`config.mk`:
```
export PLATFORM = sky130hd
export DESIGN_NAME = dcache_line_walker
export DESIGN_NICKNAME = d
export VERILOG_FILES = /design/src/verilog/cache_sync_pkg.sv /design/src/verilog/dcache_line_walker.sv
export SDC_FILE = /design/constraint.sdc
export NUM_CORES = 2
export LEC_CHECK = 0
export CORE_ASPECT_RATIO = 1.75
export CORE_UTILIZATION = 30
export DETAILED_ROUTE_END_ITERATION = 16
export DONT_BUFFER_PORTS = 1
export GPL_TIMING_DRIVEN = 0
export HOLD_SLACK_MARGIN = 0.12
export SLEW_MARGIN = 5
export SYNTH_ARGS = -nofsm -noshare
export SYNTH_HDL_FRONTEND = slang
export SYNTH_SLANG_ARGS = --single-unit
export TNS_END_PERCENT = 10
```
`constraint.sdc`:
```
create_clock -name clk -period 27.6 [get_ports clk]
set_input_delay 8.28 -clock clk [delete_from_list [all_inputs] [get_ports clk]]
set_output_delay 8.28 -clock clk [all_outputs]
set_load 0.02 [all_outputs]
```
`src/verilog/cache_sync_pkg.sv`:
```
// shared types and default depths for the fence.i cache sync subsystem
// imported by the walker, sync engine, icache store and top level

`default_nettype none

package cache_sync_pkg;

  // one cache line, 16 bytes
  typedef logic [127:0] line_t;

  // line tag = byte address bits 31..4
  // low tag bits pick the cache index
  typedef logic [27:0] etag_t;

  // sync engine states
  // IDLE        waiting for a fresh fence.i request
  // SYNC_READ   read request held, waiting on a packet or the end of the sweep
  // SYNC_WRITE  packet held, writing it into the icache
  // RPACK_ACK   packet acked, waiting for the walker to drop its request
  typedef enum logic [1:0] {
    IDLE       = 2'd0,
    SYNC_READ  = 2'd1,
    SYNC_WRITE = 2'd2,
    RPACK_ACK  = 2'd3
  } sync_state_t;

  // default depths, both powers of two
  // icache must be at least as deep as the dcache
  localparam int DEF_DC_LINES = 16;
  localparam int DEF_IC_LINES = 32;

endpackage

`default_nettype wire
```
`src/verilog/dcache_line_walker.sv`:
```
// small data cache line array with a single-cycle store port
// on a read request every index is swept in ascending order and each
// valid line is offered as a tag + data packet; o_rack pulses at the end

`timescale 1ns/1ps
`default_nettype none

module dcache_line_walker #(
  parameter int DC_LINES = cache_sync_pkg::DEF_DC_LINES
) (
  input  logic                  clk,
  input  logic                  rst,
  // store port
  input  logic                  i_st_valid,
  input  cache_sync_pkg::etag_t i_st_etag,
  input  cache_sync_pkg::line_t i_st_data,
  // read handshake
  input  logic                  i_rreq,
  output logic                  o_rack,
  // packet handshake
  output logic                  o_rpackreq,
  input  logic                  i_rpackack,
  output cache_sync_pkg::etag_t o_retag,
  output cache_sync_pkg::line_t o_rdata
);

  import cache_sync_pkg::*;

  localparam int                IDX_W    = $clog2(DC_LINES);
  localparam logic [IDX_W-1:0]  LAST_IDX = IDX_W'(DC_LINES - 1);

  // line arrays, only the valid bits are control state
  etag_t                tag_mem  [DC_LINES];
  line_t                data_mem [DC_LINES];
  logic  [DC_LINES-1:0] valid_q;

  logic [IDX_W-1:0] rd_idx;
  // set once the last index has been passed, rack goes out next cycle
  logic             scan_done;
  logic             sweeping;
  logic [IDX_W-1:0] st_idx;

  // walker busy from the read request until the rack pulse
  assign sweeping = i_rreq | o_rpackreq | scan_done;
  assign st_idx   = i_st_etag[IDX_W-1:0];

  // store port, ignored mid-sweep
  always_ff @(posedge clk) begin
    if (i_st_valid && !sweeping) begin
      tag_mem[st_idx]  <= i_st_etag;
      data_mem[st_idx] <= i_st_data;
    end
  end

  always_ff @(posedge clk) begin
    if (rst) begin
      valid_q <= '0;
    end else if (i_st_valid && !sweeping) begin
      valid_q[st_idx] <= 1'b1;
    end
  end

  // sweep control
  always_ff @(posedge clk) begin
    if (rst) begin
      rd_idx     <= '0;
      scan_done  <= 1'b0;
      o_rpackreq <= 1'b0;
      o_rack     <= 1'b0;
    end else begin
      // rack is a one-cycle pulse
      o_rack <= 1'b0;
      if (o_rpackreq) begin
        // packet out, hold it until the engine acks
        if (i_rpackack) begin
          o_rpackreq <= 1'b0;
          if (rd_idx == LAST_IDX) begin
            rd_idx    <= '0;
            scan_done <= 1'b1;
          end else begin
            rd_idx <= rd_idx + 1'b1;
          end
        end
      end else if (scan_done) begin
        o_rack    <= 1'b1;
        scan_done <= 1'b0;
      end else if (i_rreq && !o_rack) begin
        // rreq is still high during the rack cycle, so no restart there
        if (valid_q[rd_idx]) begin
          o_rpackreq <= 1'b1;
        end else if (rd_idx == LAST_IDX) begin
          rd_idx    <= '0;
          scan_done <= 1'b1;
        end else begin
          // skip invalid line
          rd_idx <= rd_idx + 1'b1;
        end
      end
    end
  end

  // packet payload, loaded as the request goes up and stable until acked
  always_ff @(posedge clk) begin
    if (!o_rpackreq && !scan_done && i_rreq && !o_rack && valid_q[rd_idx]) begin
      o_retag <= tag_mem[rd_idx];
      o_rdata <= data_mem[rd_idx];
    end
  end

endmodule

`default_nettype wire

```
==> impl_results.md <==
- Width of the die: around 440 um
- Post-synth EDFFs: roughly 2700
- Post-synthesis adder-cell area fraction: 0.0001247
- Die area: between 0.3 and 0.4 mm^2
- Clock skew: approximately 0.05 ns
- Commonest non-fill, non-tap cell in the layout: edfxtp_1
- Simple-gate area share of the yosys netlist: 0.01357
- Sw Ratio: 0.2119
- Multi-input combinational cell area: slightly below 0.02 mm^2
- Average cell area after synthesis: between 20 and 25 um^2
- Critical-path top delay cell: nor3_2
- Post-DP HPWL: ~180 mm
- Reg-to-reg endpoint: data_mem[12][61]
- Largest net degree at the start of global routing: 65
- TritonCTS clock tree: yes
- Measured slew at the worst slew-check pin: around 1.2 ns
- Setup TNS: 0 ns
- First-pass GRT wire length: between 300 and 400 mm
- Worst reg2reg startpoint: o_rpackreq
- Setup crit end kind: flop
- Max-cap violations: 0
- Routability cong.: approximately 0.71
- Total core area: about 0.33 mm^2
- Final setup vio count: 0
- Clk pwr share: 0.419
- Leakage: between 0.03 and 0.04 uW
- P&R area growth vs syn: 17.32%
- Async SR Flop Fraction: 0
- Via density: just under 5
- Vias in the first global route: 48887
- Post-route minimum period: 10.93 ns
- Final hold violations: 0
- R2r setup slk: approximately 23 ns
- Most frequent cells in the layout: 2652 x edfxtp_1, 626 x mux4_2, 274 x clkbuf_16
- Post-Syn Area: roughly 0.1 mm^2
- Min-delay worst type: flop to flop
- Post-Route WL: between 200 and 300 mm
- Startpoint types: primary input
- DR vias: roughly 45000
- Worst-path cell chain: nor2_1 > nand4_1 > nor3_2 > buf_6 > buf_8 > buf_4 > buf_4 > buf_6 > buf_4 > buf_6
- DRT antenna net count: 0
- Slowest stage delay, CP: 0.88 ns
- Setup ws final: 16.67 ns
- Sink Count: ~2700
- RSZ-0062 raised after global routing: false
- Tot GR Track Use: 0.1537
- WS Path Type: primary input to flop
- P_int: 6800 uW
- Clock root buffer master: clkbuf_16
- Site Rows: 280
- WL met2: 143.2 mm
- PwrDens: approximately 73 mW/mm^2
- CP arrival: ~11 ns
- Share of cells above drive strength 1: 0.2662
- Clk_lat worst skew: roughly 0.87 ns
- Fill cells: just over 30000
- Number of DRC markers in iteration 0: 4025
- CP Data Required Time: between 20 and 30 ns
- Post-synthesis mux area share: 0.1573
- YS warnings: 0
- Max layer used: met5
- Tcrit/Tclk final: 0.3961
- Placed Area: around 0.11 mm^2
- Critical Path Source: i_rreq
- FMAX: between 90 and 100 MHz
- Largest family of logic cells by synthesized area: multiplexers
- Setup crit end: data_mem[12][61]
- Clock slew at reported path FFs: ~0.060 ns
- Reg area: 0.08010 mm^2
- Pre-CTS setup slack: 15.73 ns
- Fin. max-slew vios: 0
- Nets@finish: slightly below 5000
- Sequential cell area fraction in the yosys report: 0.7983
- Drt drc: 0
- First-pass iteration count of the detailed router: 5
- Crit-path max FO: 10
- FF-to-FF path depth: 10
- Seq pwr share: 0.523
- Unique masters post-synth: 39
- H-tree depth: 5
- Post-synthesis net count: 4430
- Final Cell Area: 0.1177 mm^2
- Hold path depth: 2
- Total grt overflow: 0
- Post-CTS sizing: 0
- I/O pins: between 300 and 400
- Wire per inst: ~28 um
- Post-Synth XOR/XNOR Area: 0
- Synthesis-stage register bit count: around 2700
- Met1 WL: between 90 and 100 mm
- Initial antenna violation count: 21
- Synth Area in Compound Gates: 0.02080
- Postcts setup bufs: 0
- Comb pwr share: 0.058
- Switch Pwr: between 1500 and 2000 uW
- Clk buf depth: 4
- Port Buffers: 0
- Slew HR: 0.2073
- Chip height: 767.0 um
- Num CTS Buffers: around 270
- Fin util: 0.3540
- Run status: completed
- Cts-stage hold buffer count: 0
- DR WL met3: between 15 and 20 mm
- Hold_sp: valid_q[3]
- Ys flop type: edfxtp_1
- Syn Inst Count: 4268
- VDD IR max: 67.66 uV
- Initial core utilization: 0.3018
[cells by family after synthesis]
family | after synthesis
DFF | 2675
AOI/OAI and AO/OA | 330
buffers and inverters | 237
adders and majority gates | 1
and+or+nand+nor | 232
muxes | 793
[cells in the mapped netlist (all sizes together) (2+ instances only)]
| cell | n | share of area |
|---|---|---|
| nor2 | 40 | 0.0015 |
| nand2 | 4 | 0.00015 |
| o21ai | 2 | 0.00010 |
| nand4b | 2 | 0.00017 |
| mux2 | 5 | 0.00060 |
| nand3 | 4 | 0.00020 |
| a211oi | 156 | 0.012 |
| nand2b | 7 | 0.00051 |
| nand4 | 2 | 0.00012 |
| buf | 98 | 0.0047 |
| a31oi | 3 | 0.00019 |
| clkbuf | 136 | 0.0051 |
| mux4 | 626 | 0.14 |
| inv | 3 | 0.00011 |
| mux2i | 162 | 0.016 |
| or3 | 2 | 0.00012 |
| edfxtp | 2652 | 0.79 |
| nor2b | 160 | 0.010 |
| nor3 | 6 | 0.00030 |
| dfxtp | 23 | 0.0046 |
| a21oi | 163 | 0.0081 |
[metal layers]
layer,up-vias,track usage
met5,-,0
met1,24646,0.1742
met2,1398,0.2845
met4,4,0.04454
li1,19097,-
met3,349,0.03417
[power groups by stage]
stage	clock network, uW	registers [uW]	logic [uW]
finish	3620	4510	497
global route	3840	4510	536
CTS	3700	4510	516
detailed placement	0	4600	514
global placement	0	4620	497
floorplan	0	4610	332
[final cells by class]
type | count | area share
timing repair buffer | 196 | 0.02732
buffer | 234 | 0.008504
clock buffer | 327 | 0.05994
multi-input combinational | 1356 | 0.1644
inverter | 3 | 0.0001594
sequential | 2675 | 0.6805
antenna | 7 | 0.0001488
clock inverter | 134 | 0.01258
tap | 4371 | 0.04646
[critical path: cells and delay by family]
family,cells,cell delay [ns]
buffers and inverters,7,1.54
AND/OR/NAND/NOR,3,1.61
[how the worst min path moves through the flow]
stage                   to
3_3_place_gp   valid_q[13]
6_report        valid_q[3]
5_1_grt        valid_q[13]
2_1_floorplan  valid_q[10]
4_1_cts         valid_q[3]
3_5_place_dp    valid_q[4]
[per-stage QoR]
stage,power [uW],hold WS [ns],cells
finish,8629,0.4757,9303
global route,8892,0.4954,9297
detailed placement,5114,0.4627,8835
floorplan,4937,0.4313,4268
CTS,8731,0.4781,9296
global placement,5115,0.4615,8639
[registers in the layout (all words and copies together) (netlist names)]
signal and count:
o_rdata 128, o_retag 28, o_rack 1, o_rpackreq 1, data_mem 2048, scan_done 1, tag_mem 448, valid_q 16
rd_idx 4
Power figures use the tool's default switching activity.
