--- src/verilog/cache_sync_pkg.sv ---
// shared types and default depths for the fence.i cache sync subsystem
// imported by the walker, sync engine, icache store and top level

`default_nettype none

package cache_sync_pkg;

  // one cache line, 16 bytes
  typedef logic [127:0] line_t;

  // line tag = byte address bits 31..4
  // low tag bits pick the cache index
  typedef logic [27:0] etag_t;

  // sync engine states
  // IDLE        waiting for a fresh fence.i request
  // SYNC_READ   read request held, waiting on a packet or the end of the sweep
  // SYNC_WRITE  packet held, writing it into the icache
  // RPACK_ACK   packet acked, waiting for the walker to drop its request
  typedef enum logic [1:0] {
    IDLE       = 2'd0,
    SYNC_READ  = 2'd1,
    SYNC_WRITE = 2'd2,
    RPACK_ACK  = 2'd3
  } sync_state_t;

  // default depths, both powers of two
  // icache must be at least as deep as the dcache
  localparam int DEF_DC_LINES = 16;
  localparam int DEF_IC_LINES = 32;

endpackage

`default_nettype wire
--- src/verilog/cache_sync_engine.sv ---
// fence.i sync engine
// on a request, holds a read request to the dcache walker, copies each
// packet it offers into the icache and acks the packet; the fence is
// acked with a one-cycle pulse once the walker reports the sweep done

`timescale 1ns/1ps
`default_nettype none

module cache_sync_engine (
  input  logic                  clk,
  input  logic                  rst,
  // fence.i request / ack
  input  logic                  i_fencei_req,
  output logic                  o_fencei_ack,
  // dcache walker, read handshake
  output logic                  o_rreq,
  input  logic                  i_rack,
  // dcache walker, packet handshake
  input  logic                  i_rpackreq,
  output logic                  o_rpackack,
  input  cache_sync_pkg::etag_t i_retag,
  input  cache_sync_pkg::line_t i_rdata,
  // icache write handshake
  output logic                  o_wreq,
  input  logic                  i_wack,
  output cache_sync_pkg::etag_t o_wetag,
  output cache_sync_pkg::line_t o_wdata
);

  import cache_sync_pkg::*;

  sync_state_t state;
  logic        hs_rd;
  logic        hs_wr;

  // handshake completions
  assign hs_rd = o_rreq & i_rack;
  assign hs_wr = o_wreq & i_wack;

  // next state
  always_ff @(posedge clk) begin
    if (rst) begin
      state <= IDLE;
    end else begin
      case (state)
        IDLE: begin
          // no restart in the ack cycle, request may still be high
          if (i_fencei_req && !o_fencei_ack) begin
            state <= SYNC_READ;
          end
        end
        SYNC_READ: begin
          // packet wins, walker never offers one with rack
          if (i_rpackreq) begin
            state <= SYNC_WRITE;
          end else if (hs_rd) begin
            state <= IDLE;
          end
        end
        SYNC_WRITE: begin
          if (hs_wr) begin
            state <= RPACK_ACK;
          end
        end
        RPACK_ACK: begin
          // wait for the walker to let go of the packet
          if (!i_rpackreq) begin
            state <= SYNC_READ;
          end
        end
        default: state <= IDLE;
      endcase
    end
  end

  // handshake outputs
  always_ff @(posedge clk) begin
    if (rst) begin
      o_fencei_ack <= 1'b0;
      o_rreq       <= 1'b0;
      o_rpackack   <= 1'b0;
      o_wreq       <= 1'b0;
    end else begin
      case (state)
        IDLE: begin
          o_fencei_ack <= 1'b0;
        end
        SYNC_READ: begin
          if (hs_rd) begin
            // sweep done, release walker and ack the fence
            o_rreq       <= 1'b0;
            o_fencei_ack <= 1'b1;
          end else begin
            o_rreq <= 1'b1;
          end
        end
        SYNC_WRITE: begin
          if (hs_wr) begin
            o_wreq     <= 1'b0;
            o_rpackack <= 1'b1;
          end else begin
            o_wreq <= 1'b1;
          end
        end
        RPACK_ACK: begin
          // single-cycle packet ack
          o_rpackack <= 1'b0;
        end
        default: ;
      endcase
    end
  end

  // write payload, captured from the walker packet
  always_ff @(posedge clk) begin
    if (state == SYNC_READ && i_rpackreq) begin
      o_wetag <= i_retag;
      o_wdata <= i_rdata;
    end
  end

endmodule

`default_nettype wire

--- config.mk ---
export PLATFORM = sky130hd
export DESIGN_NAME = cache_sync_engine
export DESIGN_NICKNAME = d
export VERILOG_FILES = /design/src/verilog/cache_sync_pkg.sv /design/src/verilog/cache_sync_engine.sv
export SDC_FILE = /design/constraint.sdc
export NUM_CORES = 1
export LEC_CHECK = 0
export BUFFER_PORTS_ARGS = -buffer_cell sky130_fd_sc_hd__buf_2
export CAP_MARGIN = 20
export CORE_AREA = 3 3 125 127
export CTS_BUF_LIST = sky130_fd_sc_hd__clkbuf_4 sky130_fd_sc_hd__clkbuf_8
export DETAILED_ROUTE_END_ITERATION = 10
export DIE_AREA = 0 0 128 130
export MAX_ROUTING_LAYER = met4
export PLACE_DENSITY = 0.7
export SYNTH_ARGS = -nofsm -noshare
export SYNTH_HDL_FRONTEND = slang
export SYNTH_SLANG_ARGS = --single-unit
--- constraint.sdc ---
create_clock -name clk -period 5.26 [get_ports clk]
set_input_delay 0.263 -clock clk [delete_from_list [all_inputs] [get_ports clk]]
set_output_delay 0.263 -clock clk [all_outputs]
set_load 0.05 [all_outputs]
==> reports/summary.txt, run 1 <==
io pins: 322
largest family of logic cells by synthesized area: simple AND/OR/NAND/NOR gates
simple logic cell fraction of the synthesized area: 1.46%
Clock Tree Buf Depth: 2
Cells after DPL: 704
post-synthesis xor/xnor area fraction: 0%
Synth warnings: 0
status: stopped before the end
ranking of synthesized cells by area: edfxtp_1 93%, dfxtp_1 2.4%, ha_1 1.2%, nor2_1 0.59%, mux2_2 0.45%
hold_buf cts: 148
Cell Area, Synth: 5050 um^2
Post-Synth Adder-Cell Area: 1.24%
Mean Syn Cell Area: 25.4 um^2
Cells after Synth: 199
flops & latches, synth: 162
post_cts resized: 0
gpl congestion: 0.792
Yosys cell types: 19
htree depth: 4
Seq/Total Area, Yosys: 95.2%
post-DP HPWL: 10300 um
CTS Buf Count: 17
cell taking the most area after synthesis: edfxtp_1
CTS sink count: 162
Die Span Y: 130 um
stop err: [ERROR RSZ-0060] Max buffer count reached.
count of buffers from port buffering: 321
CTS root buf: clkbuf_8
Post-CTS Setup Inserts: 0
top cell type's share of synthesized area: 92.8%
Die Span X: 128 um
number of core rows: 44
Mapped Nets: 366
Fail Step: clock tree synthesis (4_1_cts)
post-synthesis compound-gate area fraction: 1.12%
starting density of the core: 34.7%
post-synthesis mux area share: 0.644%
==> synth_stat cells (all sizes together) <==
cell,instances
nor3b,1
nor2b,1
o21ai,3
dfxtp,6
nand3,2
a21oi,2
clkbuf,1
nand2b,1
nor2,8
ha,5
and2,1
nand2,2
edfxtp,156
a31oi,1
mux2,2
inv,4
mux2i,1
a221oi,1
a32o,1
==> stage by stage <==
stage / cell area [um^2] / setup WS [ps] / hold WS (ps) / utilization, %
2_1_floorplan: 5050 / 521 / 362 / -
3_3_place_gp: 6900 / 3010 / 439 / 47.5
3_5_place_dp: 6900 / 2880 / 441 / 47.5
==> kinds of logic after synthesis <==
| kind of cell | count (synthesis) |
|---|---|
| buf+inv | 5 |
| flops | 162 |
| compound gates | 8 |
| simple gates | 16 |
| mux | 3 |
| fa+ha+maj | 5 |
==> inputs of run 2 (changes only) <==
Settings changed: CORE_AREA 3 3 125 127 to unset, CORE_MARGIN set to 3, CORE_UTILIZATION set to 36, CTS_BUF_LIST sky130_fd_sc_hd__clkbuf_4 sky130_fd_sc_hd__clkbuf_8 to unset, DIE_AREA 0 0 128 130 to unset, MAX_ROUTING_LAYER met4 to unset, PLACE_DENSITY 0.7 to unset, PLACE_DENSITY_LB_ADDON set to 0.15.
==> run 2 against run 1 <==
Effect of this change: the run now ends clean; synthesized cell count unchanged; synthesized area unchanged.
==> reports/summary.txt, run 2 <==
Setup Viol. Count Final: 0
CTS clk-pin slew, worst paths: 60 ps
P_int: 2.50 mW
CTS Buf Count: 17
Pre-Repair DR Iteration Count: 4
Clock Tree Buf Depth: 2
WP data arrival: 2510 ps
CTS root buf: clkbuf_16
combinational share of power: 25.9%
Synth warnings: 0
Peak VDD IR: 0.371 mV
max reg flops: 128
cell taking the most area after synthesis: edfxtp_1
count of buffers from port buffering: 321
CP startpoint kind: flop
ranking of synthesized cells by area: edfxtp_1 93%, dfxtp_1 2.4%, ha_1 1.2%, nor2_1 0.59%, mux2_2 0.45%
Max Freq: 407 MHz
initial antenna violation count: 1
first-pass GRT wire length: 19400 um
Die ar.: 15500 um^2
critical path endpoint category: flop
commonest cells after routing, fill and taps aside: 321 x buf_2, 156 x edfxtp_1, 17 x clkbuf_16
later-pin clock latency in the skew report: 410 ps
most common cell in the synthesized netlist: edfxtp_1
gpl congestion: 0.839
CTS sink count: 162
htree depth: 4
Mapped Nets: 366
drt total wl: 13100 um
critical path peak fanout: 81
ys async rst share: 0%
Final Max Tran Viols: 0
Mean Syn Cell Area: 25.4 um^2
skew final: 5.46 ps
Tightest Hold Check Type: in -> reg
pwr dens: 512 nW/um^2
vias per std cell: 4.37
io pins: 322
Seq/Total Area, Yosys: 95.2%
leakage: 3.17 nW
Yosys cell types: 19
Post-DRT Antenna Nets: 0
Top reg by flops: o_wdata
layout cell share with drive strength beyond 1: 64.0%
number of core rows: 42
Residual DRC: 0
Cells after Synth: 199
largest net degree at the start of global routing: 82
normalized max-slew margin: 33.9%
Hold WS: 24.4 ps
period utilization: 46.8%
Clock Power Share: 29.8%
flops & latches, synth: 162
GRT overflow: 0
Sw Share: 34.9%
EDFF count, synth: 156
switching power: 1.35 mW
Hold Violations, Final: 0
core area: 13500 um^2
vias in the first global route: 3418
Main synth FF type: edfxtp_1
top cell type's share of synthesized area: 92.8%
Max Cap Violations: 0
Seq pwr share: 44.3%
Global Route Usage Sum: 16.7%
RSZ-0062 raised after global routing: false
Synth top cells by count: 156 x edfxtp_1, 8 x nor2_1, 6 x dfxtp_1, 5 x ha_1, 4 x inv_1
Setup Crit Path Kind: reg -> reg
Worst-Margin Slew: 992 ps
CTS tree: yes
setup TNS: 0 ps
post-DP HPWL: 10100 um
fin nets: 713
via count: 3215
minimum clock period: 2460 ps
most common cell after layout, fill and taps aside: buf_2
Die Span X: 124 um
1st-iter DRT viols: 165
biggest regs: o_wdata x128, o_wetag x28, state x2
Critical Path RT: 5310 ps
Die Span Y: 124 um
wire length per cell: 17.7 um
Cell Area, Synth: 5050 um^2
area grow syn2layout: 49.0%
status: complete, no violations
starting density of the core: 37.5%
[run 2: critical path, stage by stage, from the launching register on]
cell	delay, ps
dfxtp_1	340
inv_1	130
ha_1	250
and2_4	810
buf_12	410
[run 2: power by group through the flow]
stage | Sequential, mW | Clock [mW] | Combinational [mW]
finish | 1.70 | 1.15 | 0.998
CTS | 1.71 | 1.18 | 1.01
global placement | 1.73 | 0 | 0.996
global route | 1.72 | 1.24 | 1.04
detailed placement | 1.73 | 0 | 1.00
floorplan | 2.36 | 0 | 0.134
[run 2: cell type report]
cell class	instances	area [um^2]
Clock buffer	17	425
Clock inverter	15	133
Inverter	4	15.0
Antenna cell	1	2.50
Timing Repair Buffer	329	1700
Tap cell	176	220
Fill cell	1131	5930
Multi-Input combinational cell	32	228
Sequential cell	162	4800
[run 2: through the flow]
| stage | setup WS (ps) | cell area [um^2] | util, % | std cells | power, mW |
|---|---|---|---|---|---|
| final | 2800 | 7520 | 55.9 | 736 | 3.85 |
| after global placement | 2930 | 6890 | 51.2 | 696 | 2.72 |
| after CTS | 2820 | 7450 | 55.4 | 728 | 3.89 |
| after global routing | 2610 | 7520 | 55.9 | 735 | 4.00 |
| after detailed placement | 2830 | 6890 | 51.2 | 696 | 2.74 |
| after floorplan | 521 | 5050 | - | 199 | 2.49 |
[run 2: per-layer routing]
| metal | GRT usage (%) | wire [um] | vias to the layer above |
|---|---|---|---|
| met3 | 6.69 | 1050 | 26 |
| met5 | 0 | 13 | - |
| met1 | 17.3 | 4690 | 1525 |
| met4 | 7.09 | 331 | 2 |
| met2 | 29.7 | 6970 | 179 |
| li1 | - | - | 1483 |
[run 2: what timing repair did]
item,CTS,global route
resized for setup,0,0
hold buffers,0,7
hold endpoints to repair,0,7
setup buffers,0,0
[run 2: cell families (layout without fill, tap and decap cells)]
group / Yosys count / after routing / synth area share [%]
other cells: 0 / 1 / 0
flops: 162 / 162 / 95.2
compound gates: 8 / 8 / 1.12
mux: 3 / 3 / 0.644
fa+ha+maj: 5 / 5 / 1.24
simple gates: 16 / 16 / 1.46
buf+inv: 5 / 365 / 0.372
[run 2: path summary, 6_finish.rpt]
kind	startpoint	end	slack, ps	depth (start not counted)
max reg2reg	state[1]$_SDFFE_PP0P_	o_wetag[0]$_DFFE_PP_	2800	4
max	state[1]$_SDFFE_PP0P_	o_wetag[0]$_DFFE_PP_	2800	4
min reg2reg	o_fencei_ack$_SDFFE_PP0P_	o_fencei_ack$_SDFFE_PP0P_	530	2
min	i_rdata[20]	o_wdata[20]$_DFFE_PP_	20	1
Note: power is estimated with default switching activity, not from simulation.
==> inputs of run 3 (changes only) <==
Settings changed: ABC_AREA set to 1.
Clock period 5.26 ns to 2 ns, I/O delays scaled along.
==> run 3 against run 2 <==
Effect of this change: the run now fails in clock tree synthesis (4_1_cts); synthesized cell count up 3.5%; synthesized area down 0.20%.
==> reports/summary.txt, run 3 <==
ranking of synthesized cells by area: edfxtp_1 93%, dfxtp_1 2.4%, ha_1 1.2%, nand2_1 0.97%, inv_1 0.60%
most common cell in the synthesized netlist: edfxtp_1
CTS Buf Count: 17
CTS sink count: 162
count of buffers from port buffering: 321
ys async rst share: 0%
Synth top cells by count: 156 x edfxtp_1, 13 x nand2_1, 8 x inv_1, 6 x dfxtp_1
EDFF count, synth: 156
CTS root buf: clkbuf_16
Seq/Total Area, Yosys: 95.4%
starting density of the core: 37.5%
Cells after Synth: 206
Main synth FF type: edfxtp_1
Clock Tree Buf Depth: 2
status: stopped before the end
Cell Area, Synth: 5040 um^2
Synth warnings: 0
number of core rows: 42
Fail Step: clock tree synthesis (4_1_cts)
post-DP HPWL: 10000 um
stop err: [ERROR RSZ-0060] Max buffer count reached.
post_cts resized: 0
Mean Syn Cell Area: 24.5 um^2
gpl congestion: 0.789
hold_buf cts: 148
Mapped Nets: 373
Yosys cell types: 11
cell taking the most area after synthesis: edfxtp_1
Die Span Y: 124 um
Die Span X: 124 um
Post-CTS Setup Inserts: 0
flops & latches, synth: 162
io pins: 322
htree depth: 4
top cell type's share of synthesized area: 93.0%
Placed Area: 6930 um^2
run 3: cell families after synthesis:
logic type,Yosys count,share of synthesized area (%)
AND/OR/NAND/NOR,23,2.01
AO/OA/AOI/OAI,8,0.794
flip-flops,162,95.4
buffers and inverters,8,0.596
adder cells (fa/ha/maj),5,1.24
run 3: stage by stage:
| step | std cells | setup WS, ps | util, % |
|---|---|---|---|
| floorplan | 206 | -1320 | - |
| global placement | 705 | 463 | 51.5 |
| detailed placement | 705 | 422 | 51.5 |
